<file path="src/hdl/dot_settings.svh">
`ifndef DOT_SETTINGS_SVH
`define DOT_SETTINGS_SVH

// Datapath widths
`define DOT_OPERAND_W   16
`define DOT_ACC_W       32
`define DOT_COUNT_W     8

// Credit depths on either side of the engine
`define DOT_IN_CREDITS  4   // Input buffer slots
`define DOT_OUT_CREDITS 2   // Results the consumer can take up front

`endif
</file>
<file path="src/hdl/dot_pkg.sv">
`include "dot_settings.svh"

package dot_pkg;

    // One signed factor
    typedef logic signed [`DOT_OPERAND_W-1:0] operand_t;

    // Running or final sum wrapping modulo 2^32
    typedef logic signed [`DOT_ACC_W-1:0] acc_t;

    // Terms per vector wrapping after 255
    typedef logic [`DOT_COUNT_W-1:0] term_count_t;

    typedef struct packed {
        operand_t a;
        operand_t b;
        logic     last;     // Closes the vector
    } operand_pair_t;

    typedef struct packed {
        acc_t        sum;
        term_count_t terms;
    } dot_result_t;

endpackage

</file>
<file path="src/hdl/dot_product_top.sv">
`timescale 1ns/100ps

module dot_product_top import dot_pkg::*; (
    input  logic          clk,
    input  logic          rst,
    input  logic          i_in_valid,
    input  operand_pair_t i_in_pair,
    output logic          o_in_credit,
    output logic          o_out_valid,
    output dot_result_t   o_out_result,
    input  logic          i_out_credit
);

    // Buffer to MAC
    logic          pair_valid;
    operand_pair_t pair;
    logic          mac_ready;

    // MAC to sender
    logic          res_valid;
    dot_result_t   res;
    logic          res_accept;

    operand_fifo u_fifo (
        .clk          (clk),
        .rst          (rst),
        .i_push       (i_in_valid),
        .i_pair       (i_in_pair),
        .i_pop_ready  (mac_ready),
        .o_pair_valid (pair_valid),
        .o_pair       (pair),
        .o_credit     (o_in_credit)     // Credit per popped pair
    );

    mac_accum u_mac (
        .clk          (clk),
        .rst          (rst),
        .i_pair_valid (pair_valid),
        .i_pair       (pair),
        .o_ready      (mac_ready),
        .o_res_valid  (res_valid),
        .o_res        (res),
        .i_res_accept (res_accept)
    );

    result_sender u_sender (
        .clk          (clk),
        .rst          (rst),
        .i_res_valid  (res_valid),
        .i_res        (res),
        .o_accept     (res_accept),
        .i_out_credit (i_out_credit),
        .o_out_valid  (o_out_valid),
        .o_out_result (o_out_result)
    );

endmodule

</file>
<file path="src/hdl/result_sender.sv">
`timescale 1ns/100ps
`include "dot_settings.svh"

module result_sender import dot_pkg::*; (
    input  logic        clk,
    input  logic        rst,
    input  logic        i_res_valid,
    input  dot_result_t i_res,
    output logic        o_accept,
    input  logic        i_out_credit,
    output logic        o_out_valid,
    output dot_result_t o_out_result
);

    localparam int CRD_W = $clog2(`DOT_OUT_CREDITS + 1);

    logic        hold_valid;
    dot_result_t hold_res;
    logic [CRD_W-1:0] credits;
    logic send;

    assign o_accept = !hold_valid;
    assign send     = hold_valid && (credits != '0);

    always_ff @(posedge clk) begin
        if (rst) begin
            hold_valid  <= 1'b0;
            o_out_valid <= 1'b0;
            credits     <= CRD_W'(`DOT_OUT_CREDITS);
        end else begin
            o_out_valid <= send;    // One-cycle pulse per result
            if (i_res_valid && o_accept) begin
                hold_valid <= 1'b1;
            end else if (send) begin
                hold_valid <= 1'b0;
            end
            // Returned credit in a send cycle cancels out
            case ({send, i_out_credit})
                2'b10:   credits <= credits - 1'b1;
                2'b01:   credits <= credits + 1'b1;
                default: credits <= credits;
            endcase
        end
    end

    always_ff @(posedge clk) begin
        if (i_res_valid && o_accept) begin
            hold_res <= i_res;
        end
        if (send) begin
            o_out_result <= hold_res;
        end
    end

    // Consumer returned more credits than it was given
    a_credit_max: assert property (@(posedge clk) disable iff (rst)
        credits <= CRD_W'(`DOT_OUT_CREDITS));

endmodule

</file>
<file path="src/hdl/mac_accum.sv">
`timescale 1ns/100ps

module mac_accum import dot_pkg::*; (
    input  logic          clk,
    input  logic          rst,
    input  logic          i_pair_valid,
    input  operand_pair_t i_pair,
    output logic          o_ready,
    output logic          o_res_valid,
    output dot_result_t   o_res,
    input  logic          i_res_accept
);

    // Stage 1 operand register
    logic          s1_valid;
    operand_pair_t s1_pair;

    // Stage 2 accumulator state
    acc_t        acc;
    term_count_t terms;

    acc_t        product;
    acc_t        sum_next;
    term_count_t terms_next;
    logic        pop;
    logic        s2_fire;

    // A new pair only enters when no result is waiting
    assign o_ready = !o_res_valid;
    assign pop     = i_pair_valid && o_ready;

    // A closing pair must wait until the result register is free
    assign s2_fire = s1_valid && (!s1_pair.last || !o_res_valid || i_res_accept);

    // Signed 16x16 product fits in 32 bits
    assign product    = acc_t'(s1_pair.a) * acc_t'(s1_pair.b);
    assign sum_next   = acc + product;      // Wraps
    assign terms_next = terms + term_count_t'(1);

    always_ff @(posedge clk) begin
        if (rst) begin
            s1_valid <= 1'b0;
        end else if (pop) begin
            s1_valid <= 1'b1;
        end else if (s2_fire) begin
            s1_valid <= 1'b0;
        end
    end

    always_ff @(posedge clk) begin
        if (pop) begin
            s1_pair <= i_pair;
        end
    end

    always_ff @(posedge clk) begin
        if (rst) begin
            acc         <= '0;
            terms       <= '0;
            o_res_valid <= 1'b0;
        end else begin
            if (o_res_valid && i_res_accept) begin
                o_res_valid <= 1'b0;
            end
            if (s2_fire) begin
                if (s1_pair.last) begin
                    acc         <= '0;      // Fresh start for next vector
                    terms       <= '0;
                    o_res_valid <= 1'b1;
                end else begin
                    acc   <= sum_next;
                    terms <= terms_next;
                end
            end
        end
    end

    always_ff @(posedge clk) begin
        if (s2_fire && s1_pair.last) begin
            o_res.sum   <= sum_next;
            o_res.terms <= terms_next;
        end
    end

    // Pending result holds until the sender takes it
    a_res_stable: assert property (@(posedge clk) disable iff (rst)
        (o_res_valid && !i_res_accept) |=> (o_res_valid && $stable(o_res)));

endmodule

</file>
<file path="src/hdl/operand_fifo.sv">
`timescale 1ns/100ps
`include "dot_settings.svh"

module operand_fifo import dot_pkg::*; #(
    parameter int DEPTH = `DOT_IN_CREDITS
) (
    input  logic          clk,
    input  logic          rst,
    input  logic          i_push,
    input  operand_pair_t i_pair,
    input  logic          i_pop_ready,
    output logic          o_pair_valid,
    output operand_pair_t o_pair,
    output logic          o_credit
);

    localparam int PTR_W = (DEPTH > 1) ? $clog2(DEPTH) : 1;
    localparam int CNT_W = $clog2(DEPTH + 1);

    operand_pair_t mem [DEPTH];
    logic [PTR_W-1:0] wr_ptr;
    logic [PTR_W-1:0] rd_ptr;
    logic [CNT_W-1:0] count;
    logic pop;

    assign o_pair_valid = (count != '0);
    assign o_pair       = mem[rd_ptr];
    assign pop          = o_pair_valid && i_pop_ready;
    assign o_credit     = pop;          // Freed slot goes straight back to producer

    // Pair storage
    always_ff @(posedge clk) begin
        if (i_push) begin
            mem[wr_ptr] <= i_pair;
        end
    end

    always_ff @(posedge clk) begin
        if (rst) begin
            wr_ptr <= '0;
            rd_ptr <= '0;
            count  <= '0;
        end else begin
            if (i_push) begin
                wr_ptr <= (wr_ptr == PTR_W'(DEPTH - 1)) ? '0 : wr_ptr + 1'b1;
            end
            if (pop) begin
                rd_ptr <= (rd_ptr == PTR_W'(DEPTH - 1)) ? '0 : rd_ptr + 1'b1;
            end
            case ({i_push, pop})
                2'b10:   count <= count + 1'b1;
                2'b01:   count <= count - 1'b1;
                default: count <= count;    // Both or neither
            endcase
        end
    end

    // Producer pushed without a credit
    a_no_overflow: assert property (@(posedge clk) disable iff (rst)
        !(i_push && count == CNT_W'(DEPTH)));

    // Empty means pointers agree, so no pop ran past the writes
    a_no_underrun: assert property (@(posedge clk) disable iff (rst)
        (count == '0) |-> (rd_ptr == wr_ptr));

endmodule

</file>
<file path="config.mk">
export PLATFORM = sky130hd
export DESIGN_NAME = dot_product_top
export DESIGN_NICKNAME = d
export VERILOG_FILES = /design/src/hdl/dot_pkg.sv /design/src/hdl/dot_product_top.sv /design/src/hdl/result_sender.sv /design/src/hdl/mac_accum.sv /design/src/hdl/operand_fifo.sv
export VERILOG_INCLUDE_DIRS = /design/src /design/src/hdl
export SDC_FILE = /design/constraint.sdc
export NUM_CORES = 1
export LEC_CHECK = 0
export BUFFER_PORTS_ARGS = -buffer_cell sky130_fd_sc_hd__buf_2
export CORE_MARGIN = 10
export CORE_UTILIZATION = 50
export CTS_CLUSTER_DIAMETER = 40
export DETAILED_ROUTE_END_ITERATION = 6
export PLACE_DENSITY = 0.72
export REMOVE_ABC_BUFFERS = 1
export SYNTH_ARGS = -nofsm -noshare
export SYNTH_HDL_FRONTEND = slang
export SYNTH_SLANG_ARGS = --single-unit
</file>
<file path="constraint.sdc">
create_clock -name clk -period 6.75 [get_ports clk]
set_input_delay 0.3375 -clock clk [delete_from_list [all_inputs] [get_ports clk]]
set_output_delay 0.3375 -clock clk [all_outputs]
set_load 0.05 [all_outputs]
</file>
==> results.sh, run 1 <==
export IMPL_antenna_found_initial=1
export IMPL_cp_data_required_time_ns=7.05
export IMPL_routedWlPerCell_um=17.6
export IMPL_drtIter0Drc=767
export IMPL_dp_hpwl_mm=34.2
export IMPL_fin_worst_skew_ns=0.0203
export IMPL_die_h_um=232
export IMPL_tns_ns=0
export IMPL_hold_viol_final=0
export IMPL_layout_common_cells="inv_1, fa_1, edfxtp_1, nand2_1, and2_1"
export IMPL_netlist_area_mm2=0.0224
export IMPL_worst_slew_pin_slew_ns=1.13
export IMPL_ys_ff_latch=338
export IMPL_fin_nets=2335
export IMPL_endpoint_kind="register"
export IMPL_layout_cells_non_filler=2527
export IMPL_hold_path_cell_count=3
export IMPL_worst_ep_arrival_time_ns=6.76
export IMPL_ys_warn_count=0
export IMPL_grt_pass1_wl_mm=73.3
export IMPL_dr_pass1_iters=4
export IMPL_ys_types=53
export IMPL_grt_pass1_vias=14000
export IMPL_seqCellArea_mm2=0.00962
export IMPL_start_util_pct=50.6
export IMPL_antennaDiodeCount=0
export IMPL_cts_resized=0
export IMPL_grt_ovfl_total=0
export IMPL_wl_mm=44.5
export IMPL_worst_skew_pair_late_latency_ns=0.57
export IMPL_maxSlewHeadroom_pct=24.8
export IMPL_period_needed_ns=6.47
export IMPL_numClockSinks=338
export IMPL_finalMaxSlewViolations=0
export IMPL_timing_fmax_ghz=0.155
export IMPL_dp_cells=2412
export IMPL_ant_nets=0
export IMPL_vias=13000
export IMPL_die_w_um=232
export IMPL_grtUsageTotal_pct=17.1
export IMPL_cts_buffers=44
export IMPL_worst_r2r_setup_slack_ns=0.28
export IMPL_coreArea_mm2=0.0443
export IMPL_synthFlopType="edfxtp_1"
export IMPL_final_setup_viol_count=0
export IMPL_synth_edf_count=285
export IMPL_clockBufferDepth=3
export IMPL_place_gp_congestion=0.884
export IMPL_syn_avg_cell_area_um2=12.7
export IMPL_cts_setup_buffers=0
export IMPL_clockRootBuffer="clkbuf_16"
export IMPL_fin_crit_sh_pct=95.8
export IMPL_num_fill_cells=3582
export IMPL_row_count=77
export IMPL_startpoint_type="register"
export IMPL_status="complete, no violations"
export IMPL_tritoncts="yes"
export IMPL_async_flop_share_pct=0
export IMPL_hold_path_class="input pin to register"
export IMPL_r2r_cells=18
export IMPL_grt_max_degree=51
export IMPL_syn_inst=1763
export IMPL_cts_reportedPaths_clkPinSlew_ns=0.06
export IMPL_worstPathMaxFanout=16
export IMPL_syn_to_final_growth_pct=13.7
export IMPL_htree_levels=2
export IMPL_ioPinCount=79
export IMPL_dieArea_mm2=0.0537
export IMPL_drcViolationCount=0
export IMPL_seq_area_frac_synth_pct=42.9
export IMPL_io_buffers=78
export IMPL_viasPerCell=5.14
export IMPL_crit_type="register to register"
export IMPL_final_common_cell="inv_1"
export IMPL_rsz0062_at_grt="no"
export IMPL_drive_gt1_share_pct=12.2
export IMPL_multi_input_area_mm2=0.0113
export IMPL_maxCapViolCount=0
## stage by stage
stage	util, %	setup WS, ns	area (µm²)	hold slack [ns]
5_1_grt	57.5	0.00566	25500	0.134
4_1_cts	57.5	0.338	25500	0.0988
3_5_place_dp	53.4	0.346	23600	0.405
6_report	57.5	0.284	25500	0.104
3_3_place_gp	53.4	0.491	23600	0.401
2_1_floorplan	-	0.536	22200	0.400
## critical path, cell delays in order, from the launching register on
cell and delay, ns:
edfxtp_1 0.65, nand2_1 0.23, fa_1 0.61, fa_1 0.49, inv_1 0.26, fa_1 0.49, fa_1 0.51, fa_1 0.50
inv_1 0.05, fa_1 0.47, inv_1 0.04, ha_1 0.39, a21oi_2 0.20, o21bai_1 0.12, a221oi_4 0.34, nand3_1 0.13
o21a_1 0.25, a41o_1 0.28, xor2_1 0.17
## final cells by class
cell class / count / share of cell area [%]
Clock inverter: 32 / 1.49
Clock buffer: 50 / 4.49
Inverter: 341 / 5.02
Sequential cell: 338 / 37.7
Multi-Input combinational cell: 1025 / 44.4
Tap cell: 592 / 2.90
Timing Repair Buffer: 149 / 3.94
## registers in the layout, summed over array words and instances (netlist names)
name,flops
u_fifo.mem,132
u_fifo.wr_ptr,2
u_mac.s1_pair,33
u_fifo.count,3
u_mac.s1_valid,1
u_sender.o_out_result,40
u_fifo.rd_ptr,2
u_sender.credits,2
u_mac.o_res,40
u_mac.terms,8
u_sender.o_out_valid,1
u_mac.o_res_valid,1
u_sender.hold_valid,1
u_mac.acc,32
u_sender.hold_res,40
## layer usage
layer  vias up  wire [µm]  part of all wire, %  global-route usage, %
met5         -          0                    0                      0
met4         0        922                  2.1                   5.43
met3        71       3020                  6.8                   3.71
met2       404      21400                   48                   27.6
met1      6546      19100                   43                   22.6
li1       5979          -                    -                      -
## what timing repair did
item / 4_1_cts / 5_1_grt
hold buffers: 33 / 0
hold endpoints to repair: 132 / 0
setup endpoints to repair: 0 / 0
## Yosys cell counts, drive strengths merged (9+ instances only)
master | instances | area, µm²
a22oi | 18 | 135
nand3 | 24 | 125
o21ai | 17 | 85.1
fa | 293 | 5870
nand2 | 149 | 559
edfxtp | 285 | 8560
a21oi | 38 | 198
ha | 106 | 1330
nor2 | 68 | 255
buf | 9 | 38.8
xor2 | 21 | 184
dfxtp | 53 | 1060
mux4 | 33 | 743
clkbuf | 50 | 188
and2 | 128 | 801
inv | 341 | 1280
nor3 | 10 | 50.1
xnor2 | 28 | 245
a21o | 9 | 67.6
## kinds of logic after synthesis
group,count (synthesis),synth area share (%)
xor+xnor,49,1.91
flops,338,42.9
simple gates,415,9.06
compound gates,122,3.74
fa+ha+maj,399,32.1
mux,40,3.64
buf+inv,400,6.72
## path summary, 6_finish.rpt
path / startpoint / endpoint
worst max register to register: u_mac.s1_pair[5]$_DFFE_PP_ / u_mac.o_res[39]$_DFFE_PP_
worst max-delay path: u_mac.s1_pair[5]$_DFFE_PP_ / u_mac.o_res[39]$_DFFE_PP_
worst min register to register: u_mac.o_res[35]$_DFFE_PP_ / u_sender.hold_res[35]$_DFFE_PP_
worst min-delay path: i_in_valid / u_fifo.wr_ptr[1]$_SDFFE_PP0P_
Power of run 1 is left out: the tool's default activity adds up to more than one toggle a clock period on the data nets, which glitch-free logic cannot reach.
==> run 2: changes to the inputs <==
--- a/config.mk
+++ b/config.mk
@@ -11,6 +11,7 @@
 export CORE_UTILIZATION = 50
 export CTS_CLUSTER_DIAMETER = 40
 export DETAILED_ROUTE_END_ITERATION = 6
+export MAX_ROUTING_LAYER = met4
 export PLACE_DENSITY = 0.72
 export REMOVE_ABC_BUFFERS = 1
 export SYNTH_ARGS = -nofsm -noshare
==> run 2 against run 1 <==
Compared with the run above:
- register-to-register slack improved by 0.04 ns
- die area unchanged
- clock skew shrank 0.00098 ns
- worst setup slack better by 0.037 ns
- global-route usage grew 1.1 points
==> results.sh, run 2 (synthesis gave the netlist of run 1 again) <==
export IMPL_status="complete, no violations"
export IMPL_cp_startpoint="u_mac.s1_pair[6]$_DFFE_PP_"
export IMPL_crit_top_cell="fa_1"
export IMPL_crit_type="register to register"
export IMPL_grtUsageTotal_pct=18.1
export IMPL_clockBufferDepth=3
export IMPL_worst_skew_pair_late_latency_ns=0.56
export IMPL_cp_endpoint="u_mac.o_res[39]$_DFFE_PP_"
export IMPL_hold_path_class="input pin to register"
export IMPL_worstPathMaxFanout=16
export IMPL_cts_reportedPaths_clkPinSlew_ns=0.06
export IMPL_cts_buffers=43
export IMPL_maxCapViolCount=0
export IMPL_grt_ovfl_total=0
export IMPL_path_depth=18
export IMPL_die_h_um=232
export IMPL_cp_data_required_time_ns=7.05
export IMPL_cts_resized=0
export IMPL_drcViolationCount=0
export IMPL_startpoint_type="register"
export IMPL_layout_common_cells="inv_1, fa_1, edfxtp_1, nand2_1, and2_1"
export IMPL_numClockSinks=338
export IMPL_worst_slew_pin_slew_ns=1.12
export IMPL_ant_nets=0
export IMPL_grt_pass1_vias=14400
export IMPL_final_common_cell="inv_1"
export IMPL_slowest_stage="edfxtp_1"
export IMPL_maxSlewHeadroom_pct=25.4
export IMPL_die_w_um=232
export IMPL_cp_buffers_inverters=3
export IMPL_worst_r2r_setup_slack_ns=0.32
export IMPL_antennaDiodeCount=0
export IMPL_layout_cells_non_filler=2527
export IMPL_timing_fmax_ghz=0.156
export IMPL_dieArea_mm2=0.0537
export IMPL_largest_register_ffs=132
export IMPL_tritoncts="yes"
export IMPL_io_buffers=78
export IMPL_viasPerCell=5.14
export IMPL_largest_register="u_fifo.mem"
export IMPL_finalMaxSlewViolations=0
export IMPL_vias=13000
export IMPL_drtIter0Drc=737
export IMPL_path_delay_family="adder cells"
export IMPL_routedWlPerCell_um=18.0
export IMPL_period_needed_ns=6.43
export IMPL_htree_levels=2
export IMPL_cpPeakStageDelay_ns=0.67
export IMPL_clockRootBuffer="clkbuf_16"
export IMPL_start_util_pct=50.6
export IMPL_rr_endpoint="u_mac.o_res[39]$_DFFE_PP_"
export IMPL_timing_rr_start="u_mac.s1_pair[6]$_DFFE_PP_"
export IMPL_place_gp_congestion=0.912
export IMPL_r2r_cells=18
export IMPL_tns_ns=0
export IMPL_syn_to_final_growth_pct=13.8
export IMPL_final_setup_viol_count=0
export IMPL_grt_pass1_wl_mm=75.4
export IMPL_wl_mm=45.5
export IMPL_dr_pass1_iters=5
export IMPL_path_cells="nand2_1 -> fa_1 -> fa_1 -> inv_1 -> fa_1 -> fa_1 -> fa_1 -> inv_1 -> fa_1 -> inv_1 -> ha_1 -> a21oi_2 -> o21bai_1 -> a221oi_4 -> nand3_1 -> o21a_1 -> a41o_1 -> xor2_1"
export IMPL_hold_viol_final=0
export IMPL_dp_hpwl_mm=34.4
export IMPL_rsz0062_at_grt="no"
export IMPL_dp_cells=2413
export IMPL_ioPinCount=79
export IMPL_min_from="i_in_pair[17]"
export IMPL_row_count=77
export IMPL_drive_gt1_share_pct=12.2
export IMPL_grt_max_degree=51
export IMPL_fin_crit_sh_pct=95.3
export IMPL_antenna_found_initial=0
export IMPL_fin_nets=2336
export IMPL_worst_ep_arrival_time_ns=6.73
export IMPL_fin_worst_skew_ns=0.0193
export IMPL_endpoint_kind="register"
export IMPL_coreArea_mm2=0.0443
run 2: metrics by stage:
| stage | utilization, % | area [µm²] | setup WS [ns] | hold slack [ns] |
|---|---|---|---|---|
| after floorplan | - | 22200 | 0.536 | 0.400 |
| after global placement | 53.4 | 23700 | 0.473 | 0.403 |
| after detailed placement | 53.4 | 23700 | 0.265 | 0.405 |
| after CTS | 57.6 | 25500 | 0.279 | 0.00155 |
| after global routing | 57.6 | 25500 | 0.00138 | 0.00762 |
| final | 57.6 | 25500 | 0.320 | 0.0219 |
run 2: metal layers:
| metal | GRT usage (%) | wire length [µm] |
|---|---|---|
| met5 | - | 0 |
| met4 | 5.49 | 1100 |
| met1 | 23.4 | 19600 |
| met3 | 3.36 | 2900 |
| met2 | 28.8 | 21900 |
run 2: worst min-delay path by stage:
stage	to	slack, ns	cells after the start
2_1_floorplan	u_sender.hold_res[0]$_DFFE_PP_	0.40	0
3_3_place_gp	u_sender.hold_res[1]$_DFFE_PP_	0.40	0
3_5_place_dp	u_sender.hold_res[1]$_DFFE_PP_	0.40	0
4_1_cts	u_fifo.mem[2][17]$_DFFE_PP_	0.002	1
5_1_grt	u_fifo.mem[2][17]$_DFFE_PP_	0.008	1
6_report	u_fifo.mem[2][17]$_DFFE_PP_	0.02	1
run 2: worst reg2reg max path: stages, from the launching register on:
cell	delay, ns
edfxtp_1	0.67
nand2_1	0.21
fa_1	0.59
fa_1	0.50
inv_1	0.28
fa_1	0.50
fa_1	0.52
fa_1	0.49
inv_1	0.05
fa_1	0.48
inv_1	0.04
ha_1	0.38
a21oi_2	0.19
o21bai_1	0.13
a221oi_4	0.34
nand3_1	0.11
o21a_1	0.26
a41o_1	0.29
xor2_1	0.17
run 2: cell type report:
| class | count | area, µm² |
|---|---|---|
| Fill cell | 3515 | 18800 |
| Multi-Input combinational cell | 1025 | 11300 |
| Sequential cell | 338 | 9620 |
| Inverter | 341 | 1280 |
| Clock buffer | 50 | 1130 |
| Timing Repair Buffer | 151 | 1020 |
| Tap cell | 592 | 741 |
| Clock inverter | 30 | 408 |
run 2: what timing repair did:
item	4_1_cts	5_1_grt
hold buffers	31	0
buffers inserted	0	3
hold endpoints to repair	121	0
setup endpoints to repair	0	1
Power of run 2 is left out for the same reason.
==> run 3: changes to the inputs <==
--- a/config.mk
+++ b/config.mk
@@ -13,6 +13,7 @@
 export DETAILED_ROUTE_END_ITERATION = 6
 export MAX_ROUTING_LAYER = met4
 export PLACE_DENSITY = 0.72
+export RECOVER_POWER = 100
 export REMOVE_ABC_BUFFERS = 1
 export SYNTH_ARGS = -nofsm -noshare
 export SYNTH_HDL_FRONTEND = slang
==> run 3 against run 2 <==
Compared with the run above:
- the run now ends with capacitance limit, slew limit left
- routed wire length grew 0.49%
- register-to-register slack is essentially flat
- clock-buffer cell count is the same
- worst hold slack gained 0.067 ns
- critical path type unchanged
==> results.sh, run 3 (synthesis gave the netlist of run 1 again) <==
export IMPL_drive_gt1_share_pct=7.44
export IMPL_cp_data_required_time_ns=7.05
export IMPL_cpPeakStageDelay_ns=0.67
export IMPL_startpoint_type="register"
export IMPL_numClockSinks=338
export IMPL_period_needed_ns=6.44
export IMPL_tritoncts="yes"
export IMPL_slowest_stage="edfxtp_1"
export IMPL_largest_register="u_fifo.mem"
export IMPL_dr_pass1_iters=7
export IMPL_row_count=77
export IMPL_worstPathMaxFanout=16
export IMPL_cts_buffers=43
export IMPL_ioPinCount=79
export IMPL_antennaDiodeCount=0
export IMPL_drcViolationCount=0
export IMPL_coreArea_mm2=0.0443
export IMPL_final_setup_viol_count=0
export IMPL_grt_ovfl_total=0
export IMPL_start_util_pct=50.6
export IMPL_clockBufferDepth=3
export IMPL_final_common_cell="inv_1"
export IMPL_timing_fmax_ghz=0.155
export IMPL_vias=13100
export IMPL_finalMaxSlewViolations=294
export IMPL_maxSlewHeadroom_pct=-116
export IMPL_htree_levels=2
export IMPL_status="finished, violations left"
export IMPL_maxCapViolCount=8
export IMPL_crit_top_cell="fa_1"
export IMPL_die_w_um=232
export IMPL_die_h_um=232
export IMPL_layout_common_cells="inv_1, fa_1, edfxtp_1, nand2_1, and2_1"
export IMPL_cts_reportedPaths_clkPinSlew_ns=0.06
export IMPL_io_buffers=78
export IMPL_viasPerCell=5.17
export IMPL_violations="capacitance limit, slew limit"
export IMPL_grtUsageTotal_pct=18.1
export IMPL_wl_mm=45.7
export IMPL_worst_slew_pin_slew_ns=3.23
export IMPL_crit_type="register to register"
export IMPL_place_gp_congestion=0.912
export IMPL_holdWs_ns=0.0890
export IMPL_dp_hpwl_mm=34.4
export IMPL_grt_pass1_wl_mm=75.4
export IMPL_syn_to_final_growth_pct=13.1
export IMPL_drtIter0Drc=679
export IMPL_cts_resized=0
export IMPL_grt_max_degree=51
export IMPL_hold_viol_final=0
export IMPL_dieArea_mm2=0.0537
export IMPL_path_delay_family="adder cells"
export IMPL_cp_buffers_inverters=3
export IMPL_largest_register_ffs=132
export IMPL_routedWlPerCell_um=18.1
export IMPL_fin_crit_sh_pct=95.5
export IMPL_rsz0062_at_grt="no"
export IMPL_hold_path_class="input pin to register"
export IMPL_clockRootBuffer="clkbuf_16"
export IMPL_path_cells="nand2_1 -> fa_1 -> fa_1 -> inv_1 -> fa_1 -> fa_1 -> fa_1 -> inv_1 -> fa_1 -> inv_1 -> ha_1 -> a21oi_2 -> o21bai_1 -> a221oi_4 -> nand3_1 -> o21a_1 -> a41o_1 -> xor2_1"
export IMPL_fin_nets=2336
export IMPL_ant_nets=0
export IMPL_fin_worst_skew_ns=0.0212
export IMPL_worst_skew_pair_late_latency_ns=0.56
export IMPL_worst_ep_arrival_time_ns=6.74
export IMPL_tns_ns=0
export IMPL_antenna_found_initial=0
export IMPL_grt_pass1_vias=14400
export IMPL_endpoint_kind="register"
run 3: cell count changes in the layout (fill, tap and decap cells not counted), moves of 8 or more:
cell / previous run / this run
and2_1: 128 / 120
and2_0: 0 / 8
clkbuf_1: 5 / 91
buf_2: 78 / 3
buf_4: 42 / 31
run 3: final cells by class:
class / count / area, µm²
Tap cell: 592 / 741
Fill cell: 3572 / 19000
Clock inverter: 30 / 408
Timing Repair Buffer: 151 / 881
Multi-Input combinational cell: 1025 / 11300
Sequential cell: 338 / 9620
Inverter: 341 / 1280
Clock buffer: 50 / 1130
run 3: worst paths after layout:
kind	slack (ns)	end	cells past startpoint	start
max reg2reg	0.31	u_mac.o_res[39]$_DFFE_PP_	18	u_mac.s1_pair[6]$_DFFE_PP_
min reg2reg	0.42	u_sender.hold_res[1]$_DFFE_PP_	0	u_mac.o_res[1]$_DFFE_PP_
min	0.09	u_fifo.mem[2][17]$_DFFE_PP_	1	i_in_pair[17]
max	0.31	u_mac.o_res[39]$_DFFE_PP_	18	u_mac.s1_pair[6]$_DFFE_PP_
run 3: repair_timing:
| action | in CTS | in global routing |
|---|---|---|
| endpoints found under the hold margin | 121 | 0 |
| endpoints found under the setup margin | 0 | 1 |
| setup buffers | 0 | 3 |
| hold buffers | 31 | 0 |
run 3: layer usage:
metal  global-route usage [%]  vias up  wire [µm]
met2                     28.8      403      21900
met4                     5.49        0       1110
met5                        -        -          0
met3                     3.36       84       2920
li1                         -     5980          -
met1                     23.4     6586      19800
run 3: metrics by stage:
stage / cell area, µm² / instances / utilization [%] / setup slack [ns]
2_1_floorplan: 22200 / 1704 / - / 0.536
3_3_place_gp: 23700 / 2413 / 53.4 / 0.473
3_5_place_dp: 23700 / 2413 / 53.4 / 0.265
4_1_cts: 25500 / 2524 / 57.6 / 0.279
5_1_grt: 25400 / 2527 / 57.2 / 0.00138
6_report: 25400 / 2527 / 57.2 / 0.307
Power of run 3 is left out for the same reason.
